==> config.mk <==
export PLATFORM = sky130hd
export DESIGN_NAME = core_bus_top
export DESIGN_NICKNAME = d
export VERILOG_FILES = /design/src/source/core_bus_pkg.sv /design/src/source/axi_lite_pkg.sv /design/src/source/axi_read_master.sv /design/src/source/axi_read_crossbar.sv /design/src/source/core_bus_top.sv
export SDC_FILE = /design/constraint.sdc
export NUM_CORES = 1
export LEC_CHECK = 0
export BUFFER_PORTS_ARGS = -buffer_cell sky130_fd_sc_hd__clkbuf_2
export CORE_AREA = 8 8 209 211
export CTS_CLUSTER_SIZE = 30
export DETAILED_ROUTE_END_ITERATION = 8
export DIE_AREA = 0 0 217 219
export SLEW_MARGIN = 25
export SYNTH_ARGS = -nofsm -noshare
export SYNTH_HDL_FRONTEND = slang
export SYNTH_SLANG_ARGS = --single-unit
==> constraint.sdc <==
create_clock -name clk -period 9.1 [get_ports clk]
set_input_delay 1.82 -clock clk [delete_from_list [all_inputs] [get_ports clk]]
set_output_delay 1.82 -clock clk [all_outputs]
set_load 0.03 [all_outputs]
==> src/source/core_bus_pkg.sv <==
package core_bus_pkg;

    // data and address width of the core
    localparam int XLEN = 64;

    typedef logic [XLEN-1:0] addr_t;    // byte address
    typedef logic [XLEN-1:0] data_t;    // one data word

    // requesters sharing the bus
    localparam int NUM_PORTS = 2;

    typedef logic [$clog2(NUM_PORTS)-1:0] port_t;

    localparam port_t PORT_FETCH = 1'b0;    // instruction fetch
    localparam port_t PORT_LOAD  = 1'b1;    // load unit, wins ties

    // everything from here upward is device space
    localparam addr_t MMIO_BASE = 64'h0000_0000_A000_0000;

    // plain read request from the core side
    // valid is a level, held with stable addr/size until done
    typedef struct packed {
        logic       valid;
        addr_t      addr;
        logic [2:0] size;    // axi size code
    } core_req_t;

    // read response back to the core side
    typedef struct packed {
        logic  done;    // one-cycle pulse
        data_t data;
        logic  err;     // slave answered with something other than okay
    } core_rsp_t;

endpackage

==> src/source/axi_lite_pkg.sv <==
package axi_lite_pkg;

    // transfer size, bytes = 2**size
    typedef logic [2:0] size_t;

    localparam size_t SIZE_WORD = 3'd2;    // 32-bit instruction word

    // read response code
    typedef logic [1:0] resp_t;

    localparam resp_t RESP_OKAY = 2'b00;

    // arprot, bit 2 marks an instruction access
    localparam logic [2:0] PROT_DATA  = 3'b000;
    localparam logic [2:0] PROT_INSTR = 3'b100;

    // read address channel, single beat only
    // ready runs the other way as its own bit
    typedef struct packed {
        logic                valid;
        core_bus_pkg::addr_t addr;
        size_t               size;
        logic [2:0]          prot;
    } ar_chan_t;

    // read data channel
    typedef struct packed {
        logic                valid;
        core_bus_pkg::data_t data;
        resp_t               resp;
    } r_chan_t;

endpackage

==> src/source/axi_read_master.sv <==
`timescale 1ns/1ns

module axi_read_master (
    input  logic                    clk,
    input  logic                    reset_i,
    input  core_bus_pkg::core_req_t req_i,
    output core_bus_pkg::core_rsp_t rsp_o,
    output axi_lite_pkg::ar_chan_t  ar_o,
    input  logic                    ar_ready_i,
    input  axi_lite_pkg::r_chan_t   r_i,
    output logic                    r_ready_o,
    input  logic                    instr_i     // strap, fetch side of the core
);
    import core_bus_pkg::*;
    import axi_lite_pkg::*;

    typedef enum logic [1:0] {
        ST_IDLE,
        ST_ADDR,
        ST_DATA
    } state_e;

    state_e state_q;
    addr_t  addr_q;     // latched request address
    size_t  size_q;
    data_t  data_q;
    logic   err_q;
    logic   done_q;
    logic   start;
    logic   ar_fire;
    logic   r_fire;

    // the core still holds valid while done is high, so skip that cycle
    assign start   = (state_q == ST_IDLE) && req_i.valid && !done_q;
    assign ar_fire = (state_q == ST_ADDR) && ar_ready_i;
    assign r_fire  = (state_q == ST_DATA) && r_i.valid;

    always_ff @(posedge clk) begin
        if (reset_i) begin
            state_q <= ST_IDLE;
            done_q  <= 1'b0;
        end else begin
            done_q <= r_fire;    // pulse one cycle after the r beat
            case (state_q)
                ST_IDLE: begin
                    if (start) begin
                        state_q <= ST_ADDR;
                    end
                end
                ST_ADDR: begin
                    if (ar_fire) begin
                        state_q <= ST_DATA;
                    end
                end
                ST_DATA: begin
                    if (r_fire) begin
                        state_q <= ST_IDLE;
                    end
                end
                default: begin
                    state_q <= ST_IDLE;
                end
            endcase
        end
    end

    // request payload, captured once per read
    always_ff @(posedge clk) begin
        if (start) begin
            addr_q <= req_i.addr;
            size_q <= instr_i ? SIZE_WORD : req_i.size;    // fetch is always a word
        end
    end

    // response payload
    always_ff @(posedge clk) begin
        if (r_fire) begin
            data_q <= r_i.data;
            err_q  <= (r_i.resp != RESP_OKAY);
        end
    end

    always_comb begin
        ar_o.valid = (state_q == ST_ADDR);    // held until accepted
        ar_o.addr  = addr_q;
        ar_o.size  = size_q;
        ar_o.prot  = instr_i ? PROT_INSTR : PROT_DATA;
    end

    assign r_ready_o = (state_q == ST_DATA);

    always_comb begin
        rsp_o.done = done_q;
        rsp_o.data = data_q;
        rsp_o.err  = err_q;
    end

endmodule

==> src/source/axi_read_crossbar.sv <==
`timescale 1ns/1ns

module axi_read_crossbar (
    input  logic                                                 clk,
    input  logic                                                 reset_i,
    // requester side
    input  axi_lite_pkg::ar_chan_t [core_bus_pkg::NUM_PORTS-1:0] m_ar_i,
    output logic [core_bus_pkg::NUM_PORTS-1:0]                   m_ar_ready_o,
    output axi_lite_pkg::r_chan_t  [core_bus_pkg::NUM_PORTS-1:0] m_r_o,
    input  logic [core_bus_pkg::NUM_PORTS-1:0]                   m_r_ready_i,
    // memory slave
    output axi_lite_pkg::ar_chan_t                               mem_ar_o,
    input  logic                                                 mem_ar_ready_i,
    input  axi_lite_pkg::r_chan_t                                mem_r_i,
    output logic                                                 mem_r_ready_o,
    // mmio slave
    output axi_lite_pkg::ar_chan_t                               mmio_ar_o,
    input  logic                                                 mmio_ar_ready_i,
    input  axi_lite_pkg::r_chan_t                                mmio_r_i,
    output logic                                                 mmio_r_ready_o
);
    import core_bus_pkg::*;
    import axi_lite_pkg::*;

    typedef enum logic {
        XB_IDLE,
        XB_BUSY
    } xb_state_e;

    xb_state_e state_q;
    port_t     gnt_q;           // requester owning the crossbar
    logic      mmio_q;          // target slave of the granted read
    port_t     req_sel;
    logic      req_any;
    logic      req_mmio;
    ar_chan_t  gnt_ar;
    r_chan_t   slv_r;
    logic      slv_ar_ready;
    logic      busy;
    logic      r_fire;

    // fixed priority, load before fetch
    assign req_any  = m_ar_i[PORT_LOAD].valid || m_ar_i[PORT_FETCH].valid;
    assign req_sel  = m_ar_i[PORT_LOAD].valid ? PORT_LOAD : PORT_FETCH;
    assign req_mmio = (m_ar_i[req_sel].addr >= MMIO_BASE);    // address decode

    assign busy         = (state_q == XB_BUSY);
    assign gnt_ar       = m_ar_i[gnt_q];
    assign slv_r        = mmio_q ? mmio_r_i : mem_r_i;
    assign slv_ar_ready = mmio_q ? mmio_ar_ready_i : mem_ar_ready_i;

    // grant ends with the single r beat
    assign r_fire = busy && slv_r.valid && m_r_ready_i[gnt_q];

    always_ff @(posedge clk) begin
        if (reset_i) begin
            state_q <= XB_IDLE;
            gnt_q   <= PORT_FETCH;
            mmio_q  <= 1'b0;
        end else begin
            case (state_q)
                XB_IDLE: begin
                    if (req_any) begin
                        state_q <= XB_BUSY;
                        gnt_q   <= req_sel;
                        mmio_q  <= req_mmio;
                    end
                end
                XB_BUSY: begin
                    if (r_fire) begin
                        state_q <= XB_IDLE;
                    end
                end
                default: begin
                    state_q <= XB_IDLE;
                end
            endcase
        end
    end

    // address path, only the granted requester reaches a slave
    always_comb begin
        mem_ar_o     = '0;
        mmio_ar_o    = '0;
        m_ar_ready_o = '0;    // loser waits here
        if (busy) begin
            if (mmio_q) begin
                mmio_ar_o = gnt_ar;
            end else begin
                mem_ar_o = gnt_ar;
            end
            m_ar_ready_o[gnt_q] = slv_ar_ready;
        end
    end

    // data path back from the same slave
    always_comb begin
        m_r_o          = '0;
        mem_r_ready_o  = 1'b0;
        mmio_r_ready_o = 1'b0;
        if (busy) begin
            m_r_o[gnt_q] = slv_r;
            if (mmio_q) begin
                mmio_r_ready_o = m_r_ready_i[gnt_q];
            end else begin
                mem_r_ready_o = m_r_ready_i[gnt_q];
            end
        end
    end

endmodule

==> src/source/core_bus_top.sv <==
`timescale 1ns/1ns

module core_bus_top (
    input  logic                                                  clk,
    input  logic                                                  reset_i,
    // core side, indexed by port
    input  core_bus_pkg::core_req_t [core_bus_pkg::NUM_PORTS-1:0] req_i,
    output core_bus_pkg::core_rsp_t [core_bus_pkg::NUM_PORTS-1:0] rsp_o,
    // memory port
    output axi_lite_pkg::ar_chan_t                                mem_ar_o,
    input  logic                                                  mem_ar_ready_i,
    input  axi_lite_pkg::r_chan_t                                 mem_r_i,
    output logic                                                  mem_r_ready_o,
    // mmio port
    output axi_lite_pkg::ar_chan_t                                mmio_ar_o,
    input  logic                                                  mmio_ar_ready_i,
    input  axi_lite_pkg::r_chan_t                                 mmio_r_i,
    output logic                                                  mmio_r_ready_o
);
    import core_bus_pkg::*;
    import axi_lite_pkg::*;

    ar_chan_t [NUM_PORTS-1:0] m_ar;          // requester ar into crossbar
    logic     [NUM_PORTS-1:0] m_ar_ready;
    r_chan_t  [NUM_PORTS-1:0] m_r;           // r back to requesters
    logic     [NUM_PORTS-1:0] m_r_ready;

    genvar g;
    for (g = 0; g < NUM_PORTS; g++) begin : g_req
        axi_read_master u_master (
            .clk        (clk),
            .reset_i    (reset_i),
            .req_i      (req_i[g]),
            .rsp_o      (rsp_o[g]),
            .ar_o       (m_ar[g]),
            .ar_ready_i (m_ar_ready[g]),
            .r_i        (m_r[g]),
            .r_ready_o  (m_r_ready[g]),
            .instr_i    (g == PORT_FETCH)    // prot strap per slot
        );
    end

    axi_read_crossbar u_xbar (
        .clk             (clk),
        .reset_i         (reset_i),
        .m_ar_i          (m_ar),
        .m_ar_ready_o    (m_ar_ready),
        .m_r_o           (m_r),
        .m_r_ready_i     (m_r_ready),
        .mem_ar_o        (mem_ar_o),
        .mem_ar_ready_i  (mem_ar_ready_i),
        .mem_r_i         (mem_r_i),
        .mem_r_ready_o   (mem_r_ready_o),
        .mmio_ar_o       (mmio_ar_o),
        .mmio_ar_ready_i (mmio_ar_ready_i),
        .mmio_r_i        (mmio_r_i),
        .mmio_r_ready_o  (mmio_r_ready_o)
    );

endmodule

==> results of run 1 <==
==> power by group through the flow <==
stage / combinational, mW / sequential (mW) / clock [mW]
floorplan: 0.275 / 1.46 / 0
CTS: 0.428 / 1.45 / 1.20
global placement: 0.420 / 1.48 / 0
finish: 0.416 / 1.45 / 1.17
global route: 0.453 / 1.46 / 1.26
detailed placement: 0.426 / 1.48 / 0
==> routing by layer <==
layer | vias up | global-route usage | wire length (um)
met1 | 3925 | 0.159 | 13600
met3 | 50 | 0.0527 | 3740
met2 | 400 | 0.268 | 18900
li1 | 3924 | - | -
met4 | 4 | 0.0449 | 931
met5 | - | 0 | 29
==> metrics by stage <==
stage | util | setup WS (ns) | hold WS, ns
after floorplan | - | 0.123 | 0.483
after global placement | 0.354 | 4.96 | 0.526
after detailed placement | 0.354 | 4.96 | 0.567
after CTS | 0.377 | 4.36 | 0.569
after global routing | 0.377 | 4.31 | 0.614
final | 0.377 | 4.46 | 0.565
==> layout make-up <==
class	count	area, sq um	share of cell area
diodes	1	2.50	0.000164
inverters	4	15.0	0.000986
clock inverters	17	193	0.0126
clock buffers	36	752	0.0494
flip-flops and latches	270	8030	0.527
repair buffers	553	2800	0.184
multi-input cells	475	2780	0.183
well taps	532	666	0.0437
==> sequential cells by signal, indices dropped and copies added, names as in the netlist <==
| register | flops |
|---|---|
| u_xbar.gnt_q | 1 |
| g_req.u_master.size_q | 3 |
| u_xbar.busy | 1 |
| u_xbar.mmio_q | 1 |
| g_req.u_master.data_q | 128 |
| g_req.u_master.addr_q | 128 |
| g_req.u_master.state_q | 4 |
| g_req.u_master.err_q | 2 |
| g_req.u_master.done_q | 2 |
==> cells in the mapped netlist (4+ instances only) <==
library cell	count
buf_4	10
edfxtp_1	261
nor4_1	14
dfxtp_1	9
inv_1	4
nor2_1	281
nand2b_1	5
mux2i_1	129
buf_2	25
clkbuf_1	13
nand2_1	7
a21oi_1	6
buf_1	8
==> logic make-up after synthesis <==
| kind of cell | Yosys count | share of synthesized area |
|---|---|---|
| AOI/OAI and AO/OA | 16 | 0.00951 |
| buffers and inverters | 60 | 0.0266 |
| DFF | 270 | 0.725 |
| muxes | 130 | 0.118 |
| other | 1 | 0.000339 |
| and+or+nand+nor | 325 | 0.120 |
==> final timing paths <==
| path | from | end |
|---|---|---|
| setup / recovery | u_xbar.gnt_q$_SDFFE_PP0P_ | mem_ar_o[68] |
| hold / removal | g_req[0].u_master.state_q[1]$_SDFFE_PP0P_ | g_req[0].u_master.state_q[0]$_SDFFE_PP0P_ |
| setup reg to reg | u_xbar.mmio_q$_SDFFE_PP0P_ | g_req[0].u_master.data_q[26]$_SDFFCE_PN0P_ |
| hold reg to reg | g_req[0].u_master.state_q[1]$_SDFFE_PP0P_ | g_req[0].u_master.state_q[0]$_SDFFE_PP0P_ |
==> flow_summary_export.csv, run 1 <==
group,metric,value,unit
worst_setup_path,r2r_slack,6.52,ns
worst_setup_path,critical_path.top_delay_family,"buffers and inverters",
power_and_ir_drop,p_leak,6.40,nW
routing,vias_per_cell,4.40,
worst_setup_path,cpPeakStageDelay,0.70,ns
logic_synthesis,synth_cell_type_count,34,
worst_setup_path,cp-end-kind,"output port",
power_and_ir_drop,swShare,0.258,
finish,fin_nets,1607,
clocking,post-cts-setup-buffer-count,0,
global_routing,grt_pass1_wl,54300,um
place,dp_cells,1834,
global_routing,grt_overflow_total,0,
timing,hold_viol,0,
clocking,tritoncts,"yes",
logic_synthesis,postSynthCellCount,802,
logic_synthesis,synthesis.area,0.0111,sq mm
logic_synthesis,synth_area_leaders,"edfxtp_1, mux2i_1, nor2_1, dfxtp_1, buf_2",
power_and_ir_drop,ir_worst_vdd,0.000142,V
finish,fillCellCount,3915,
clocking,clk_pin_slew,0.06,ns
clocking,numCtsBuffers,29,
logic_synthesis,yosysTopAreaCell,"edfxtp_1",
power_and_ir_drop,p_total,3.04,mW
power_and_ir_drop,powerDensity,200,mW/mm^2
logic_synthesis,yosysSeqAreaShare,0.725,
finish,mostFrequentLayoutCells,"clkbuf_2, nor2_1, edfxtp_1, mux2i_1, clkbuf_16",
floorplan,core_area,0.0404,sq mm
place,place.gp.congestion,0.808,
place,io_buffers,542,
finish,fin_cells,1888,
power_and_ir_drop,power.share.sequential,0.477,
clocking,cts_resized,0,
logic_synthesis,postSynthAreaPerCell,13.8,sq um
power_and_ir_drop,clkPwrFrac,0.386,
clocking,clock_sinks,270,
timing,setup_viol,0,
worst_setup_path,rr_worst_depth,5,
logic_synthesis,synthFlopType,"edfxtp_1",
worst_setup_path,crit_slowest_cell,"dfxtp_4",
floorplan,die-area,0.0475,sq mm
worst_setup_path,path_max_fanout,46,
worst_setup_path,path_buf_inv,2,
place,dpl-instance-area,0.0143,sq mm
global_routing,antenna_found_initial,2,
finish,syn_to_final_growth,37.8,%
hold_path,hold_class,"reg2reg",
logic_synthesis,synth_seq_cells,270,
routing,initialDrtViolationCount,458,
floorplan,die_x,217,um
finish,design_area,0.0152,sq mm
worst_setup_path,arrival,2.82,ns
global_routing,grt_pass1_vias,9057,
timing,tightest_slew,0.945,ns
finish,drive_gt1_frac,0.449,
power_and_ir_drop,p_sw,785,uW
routing,wire_per_inst,19.7,um
routing,vias,8303,
global_routing,grt_start_max_net_pins,68,
logic_synthesis,synth_top_area_share,0.709,
clocking,cts-root-buf,"clkbuf_16",
routing,dr.pass1.iters,4,
floorplan,std_cell_rows,74,
timing,fmax,216,MHz
timing,drv_slew,0,
clocking,cts_buffer_depth,3,
timing,period_needed,4.64,ns
routing,postRouteAntennaNets,0,
hold_path,min_path_cells,1,
clocking,clock_latency,0.56,ns
timing,clock_skew,0.0219,ns
worst_setup_path,cp-start-kind,"flip-flop",
global_routing,track_usage,0.148,
power_and_ir_drop,combPwrFrac,0.137,
logic_synthesis,synth-edff-count,261,
finish,mostFrequentLayoutCell,"clkbuf_2",
timing,period_share,0.510,
place,dpl.hpwl,28900,um
routing,drc_errors,0,
timing,fin_setup_tns,0,ns
logic_synthesis,async_reset_ff_frac,0,
worst_setup_path,cp_cell_sequence,"buf_4 -> mux2i_1 -> nor2_1 -> clkbuf_2",
floorplan,initial_core_util,0.274,
logic_synthesis,yosysWarnings,0,
power_and_ir_drop,internal_power,2.26,mW
timing,relSlewSlack,0.370,
clocking,holdBufCountCts,0,
run,max_cap_violations,0,
floorplan,die_y,219,um
floorplan,io_pins,550,
worst_setup_path,path_class,"reg2out",
timing,grt_setup_unrepaired,"no",
routing,postRouteWirelength,37200,um
status,status,"complete, no violations",
worst_setup_path,required,7.28,ns
worst_setup_path,crit_cells,4,
clocking,h-tree-depth,1,
(Power assumes the default switching activity.)
==> run 2, diff against run 1 <==
==> constraint.sdc (replaced) <==
create_clock -name clk -period 4.15 [get_ports clk]
set_input_delay 0.83 -clock clk [delete_from_list [all_inputs] [get_ports clk]]
set_output_delay 0.83 -clock clk [all_outputs]
set_load 0.03 [all_outputs]
==> flow_summary_export.csv, run 2 (synthesis gave the netlist of run 1 again) <==
group,metric,value,unit
timing,clock_skew,0.00909,ns
place,dpl.hpwl,29000,um
floorplan,initial_core_util,0.274,
timing,grt_setup_unrepaired,"no",
finish,syn_to_final_growth,37.8,%
timing,drv_slew,0,
global_routing,track_usage,0.146,
finish,fillCellCount,3959,
clocking,holdBufCountCts,0,
timing,period_needed,3.38,ns
status,status,"complete, no violations",
clocking,tritoncts,"yes",
global_routing,busiest_layer,"met2",
routing,wire_per_inst,19.6,um
finish,multi_input_area,0.00279,sq mm
finish,mostFrequentLayoutCells,"clkbuf_2, nor2_1, edfxtp_1, mux2i_1, clkbuf_16",
clocking,h-tree-depth,1,
power_and_ir_drop,p_leak,6.42,nW
timing,fin_setup_tns,0,ns
timing,setup_viol,0,
routing,drc_errors,0,
floorplan,core_area,0.0404,sq mm
clocking,clock_sinks,270,
worst_setup_path,arrival,2.55,ns
routing,vias,8273,
worst_setup_path,cp-end-kind,"output port",
global_routing,grt_start_max_net_pins,68,
routing,vias_per_cell,4.37,
global_routing,grt_use_met1,0.159,
timing,relSlewSlack,0.390,
timing,tightest_slew,0.915,ns
global_routing,antenna_found_initial,0,
run,max_cap_violations,0,
clocking,post-cts-setup-buffer-count,0,
place,io_buffers,542,
timing,fmax,296,MHz
routing,postRouteWirelength,37100,um
hold_path,min_path_cells,1,
routing,dr.pass1.iters,5,
finish,fin_nets,1613,
worst_setup_path,cpPeakStageDelay,0.94,ns
hold_path,holdPathEnd,"g_req[0].u_master.addr_q[16]$_DFFE_PP_",
global_routing,met3_usage,0.0465,
floorplan,io_pins,550,
worst_setup_path,rr_startpoint,"u_xbar.gnt_q$_SDFFE_PP0P_",
finish,mostFrequentLayoutCell,"clkbuf_2",
finish,n_antenna_cell,0,
worst_setup_path,path_class,"reg2out",
clocking,cts_buffer_depth,3,
power_and_ir_drop,powerDensity,425,mW/mm^2
global_routing,grt_overflow_total,0,
floorplan,die_x,217,um
hold_path,hold_class,"in2reg",
finish,design_area,0.0152,sq mm
floorplan,std_cell_rows,74,
worst_setup_path,cp_cell_sequence,"buf_4 -> mux2i_1 -> nor2_1 -> clkbuf_2",
power_and_ir_drop,ir_worst_vdd,0.000297,V
worst_setup_path,crit_slowest_cell,"dfxtp_4",
worst_setup_path,timing.rr.end,"g_req[1].u_master.data_q[57]$_SDFFCE_PN0P_",
timing,hold_viol,0,
place,dpl-instance-area,0.0144,sq mm
clocking,cts_resized,0,
global_routing,grt_pass1_wl,53400,um
place,place.gp.congestion,0.790,
finish,largestRegisters,"g_req.u_master.addr_q (128), g_req.u_master.data_q (128), g_req.u_master.state_q (4)",
clocking,clock_latency,0.55,ns
finish,regArea,0.00803,sq mm
timing,period_share,0.813,
clocking,numCtsBuffers,29,
floorplan,die_y,219,um
clocking,cts-root-buf,"clkbuf_16",
floorplan,die-area,0.0475,sq mm
worst_setup_path,rr_worst_depth,3,
worst_setup_path,r2r_slack,1.38,ns
routing,postRouteAntennaNets,0,
worst_setup_path,path_max_fanout,54,
global_routing,use_met2,0.269,
clocking,clk_pin_slew,0.06,ns
worst_setup_path,required,3.32,ns
finish,drive_gt1_frac,0.451,
hold_path,min_from,"req_i[19]",
worst_setup_path,cp-start-kind,"flip-flop",
routing,initialDrtViolationCount,342,
global_routing,grt_pass1_vias,8944,
-- run 2: changes by cell type in the layout (fill, tap and decap cells not counted), sizes merged --
cell,before,now
clkinv,12,15
clkinvlp,1,2
diode,1,0
bufinv,4,1
buf,11,17
clkbuf,578,574
inv,4,7
-- run 2: how the worst max path moves through the flow --
stage,from,end,slack [ns],depth (start not counted)
2_1_floorplan,req_i[135],g_req[1].u_master.addr_q[0]$_DFFE_PP_,0.68,1
5_1_grt,u_xbar.mmio_q$_SDFFE_PP0P_,mmio_ar_o[67],0.57,4
3_5_place_dp,mem_r_i[66],g_req[1].u_master.data_q[58]$_SDFFCE_PN0P_,1.29,5
6_report,u_xbar.gnt_q$_SDFFE_PP0P_,mmio_ar_o[60],0.77,4
3_3_place_gp,mmio_r_i[66],g_req[1].u_master.data_q[58]$_SDFFCE_PN0P_,1.28,5
4_1_cts,u_xbar.mmio_q$_SDFFE_PP0P_,mmio_ar_o[67],0.69,4
-- run 2: worst max-delay path: cells and delay by family, from the launching register on --
kind                   cells  cell delay, ns
buffers and inverters      2            0.60
muxes                      1            0.31
and+or+nand+nor            1            0.11
DFF                        1            0.94
-- run 2: cell type report --
| cell class | count | share of cell area |
|---|---|---|
| clock inverter | 21 | 0.00887 |
| inverter | 4 | 0.000985 |
| tap | 532 | 0.0437 |
| timing repair buffer | 559 | 0.188 |
| clock buffer | 32 | 0.0484 |
| multi-input combinational | 475 | 0.183 |
| sequential | 270 | 0.527 |
-- run 2: per-layer routing --
metal  vias up  share of wire  wire length [um]
met5         -              0                 0
met4         0          0.022               810
met3        43          0.092              3420
met2       412           0.51             19100
met1      3885           0.37             13800
li1       3933              -                 -
-- run 2: where the power goes --
part / internal, mW / switching [mW] / total [mW] / leakage, nW
logic: 0.319 / 0.594 / 0.913 / 3.46
clock network: 1.34 / 1.04 / 2.38 / 0.427
registers: 3.11 / 0.0821 / 3.19 / 2.53
-- run 2: metrics by stage --
stage / util / worst slack [ns] / hold slack (ns) / std cells / total power [mW]
2_1_floorplan: - / 0.683 / 0.535 / 805 / 3.80
3_3_place_gp: 0.356 / 1.28 / 0.571 / 1840 / 4.17
3_5_place_dp: 0.356 / 1.29 / 0.590 / 1840 / 4.19
4_1_cts: 0.377 / 0.689 / 0.408 / 1893 / 6.60
5_1_grt: 0.377 / 0.566 / 0.410 / 1893 / 6.75
6_report: 0.377 / 0.775 / 0.450 / 1893 / 6.48
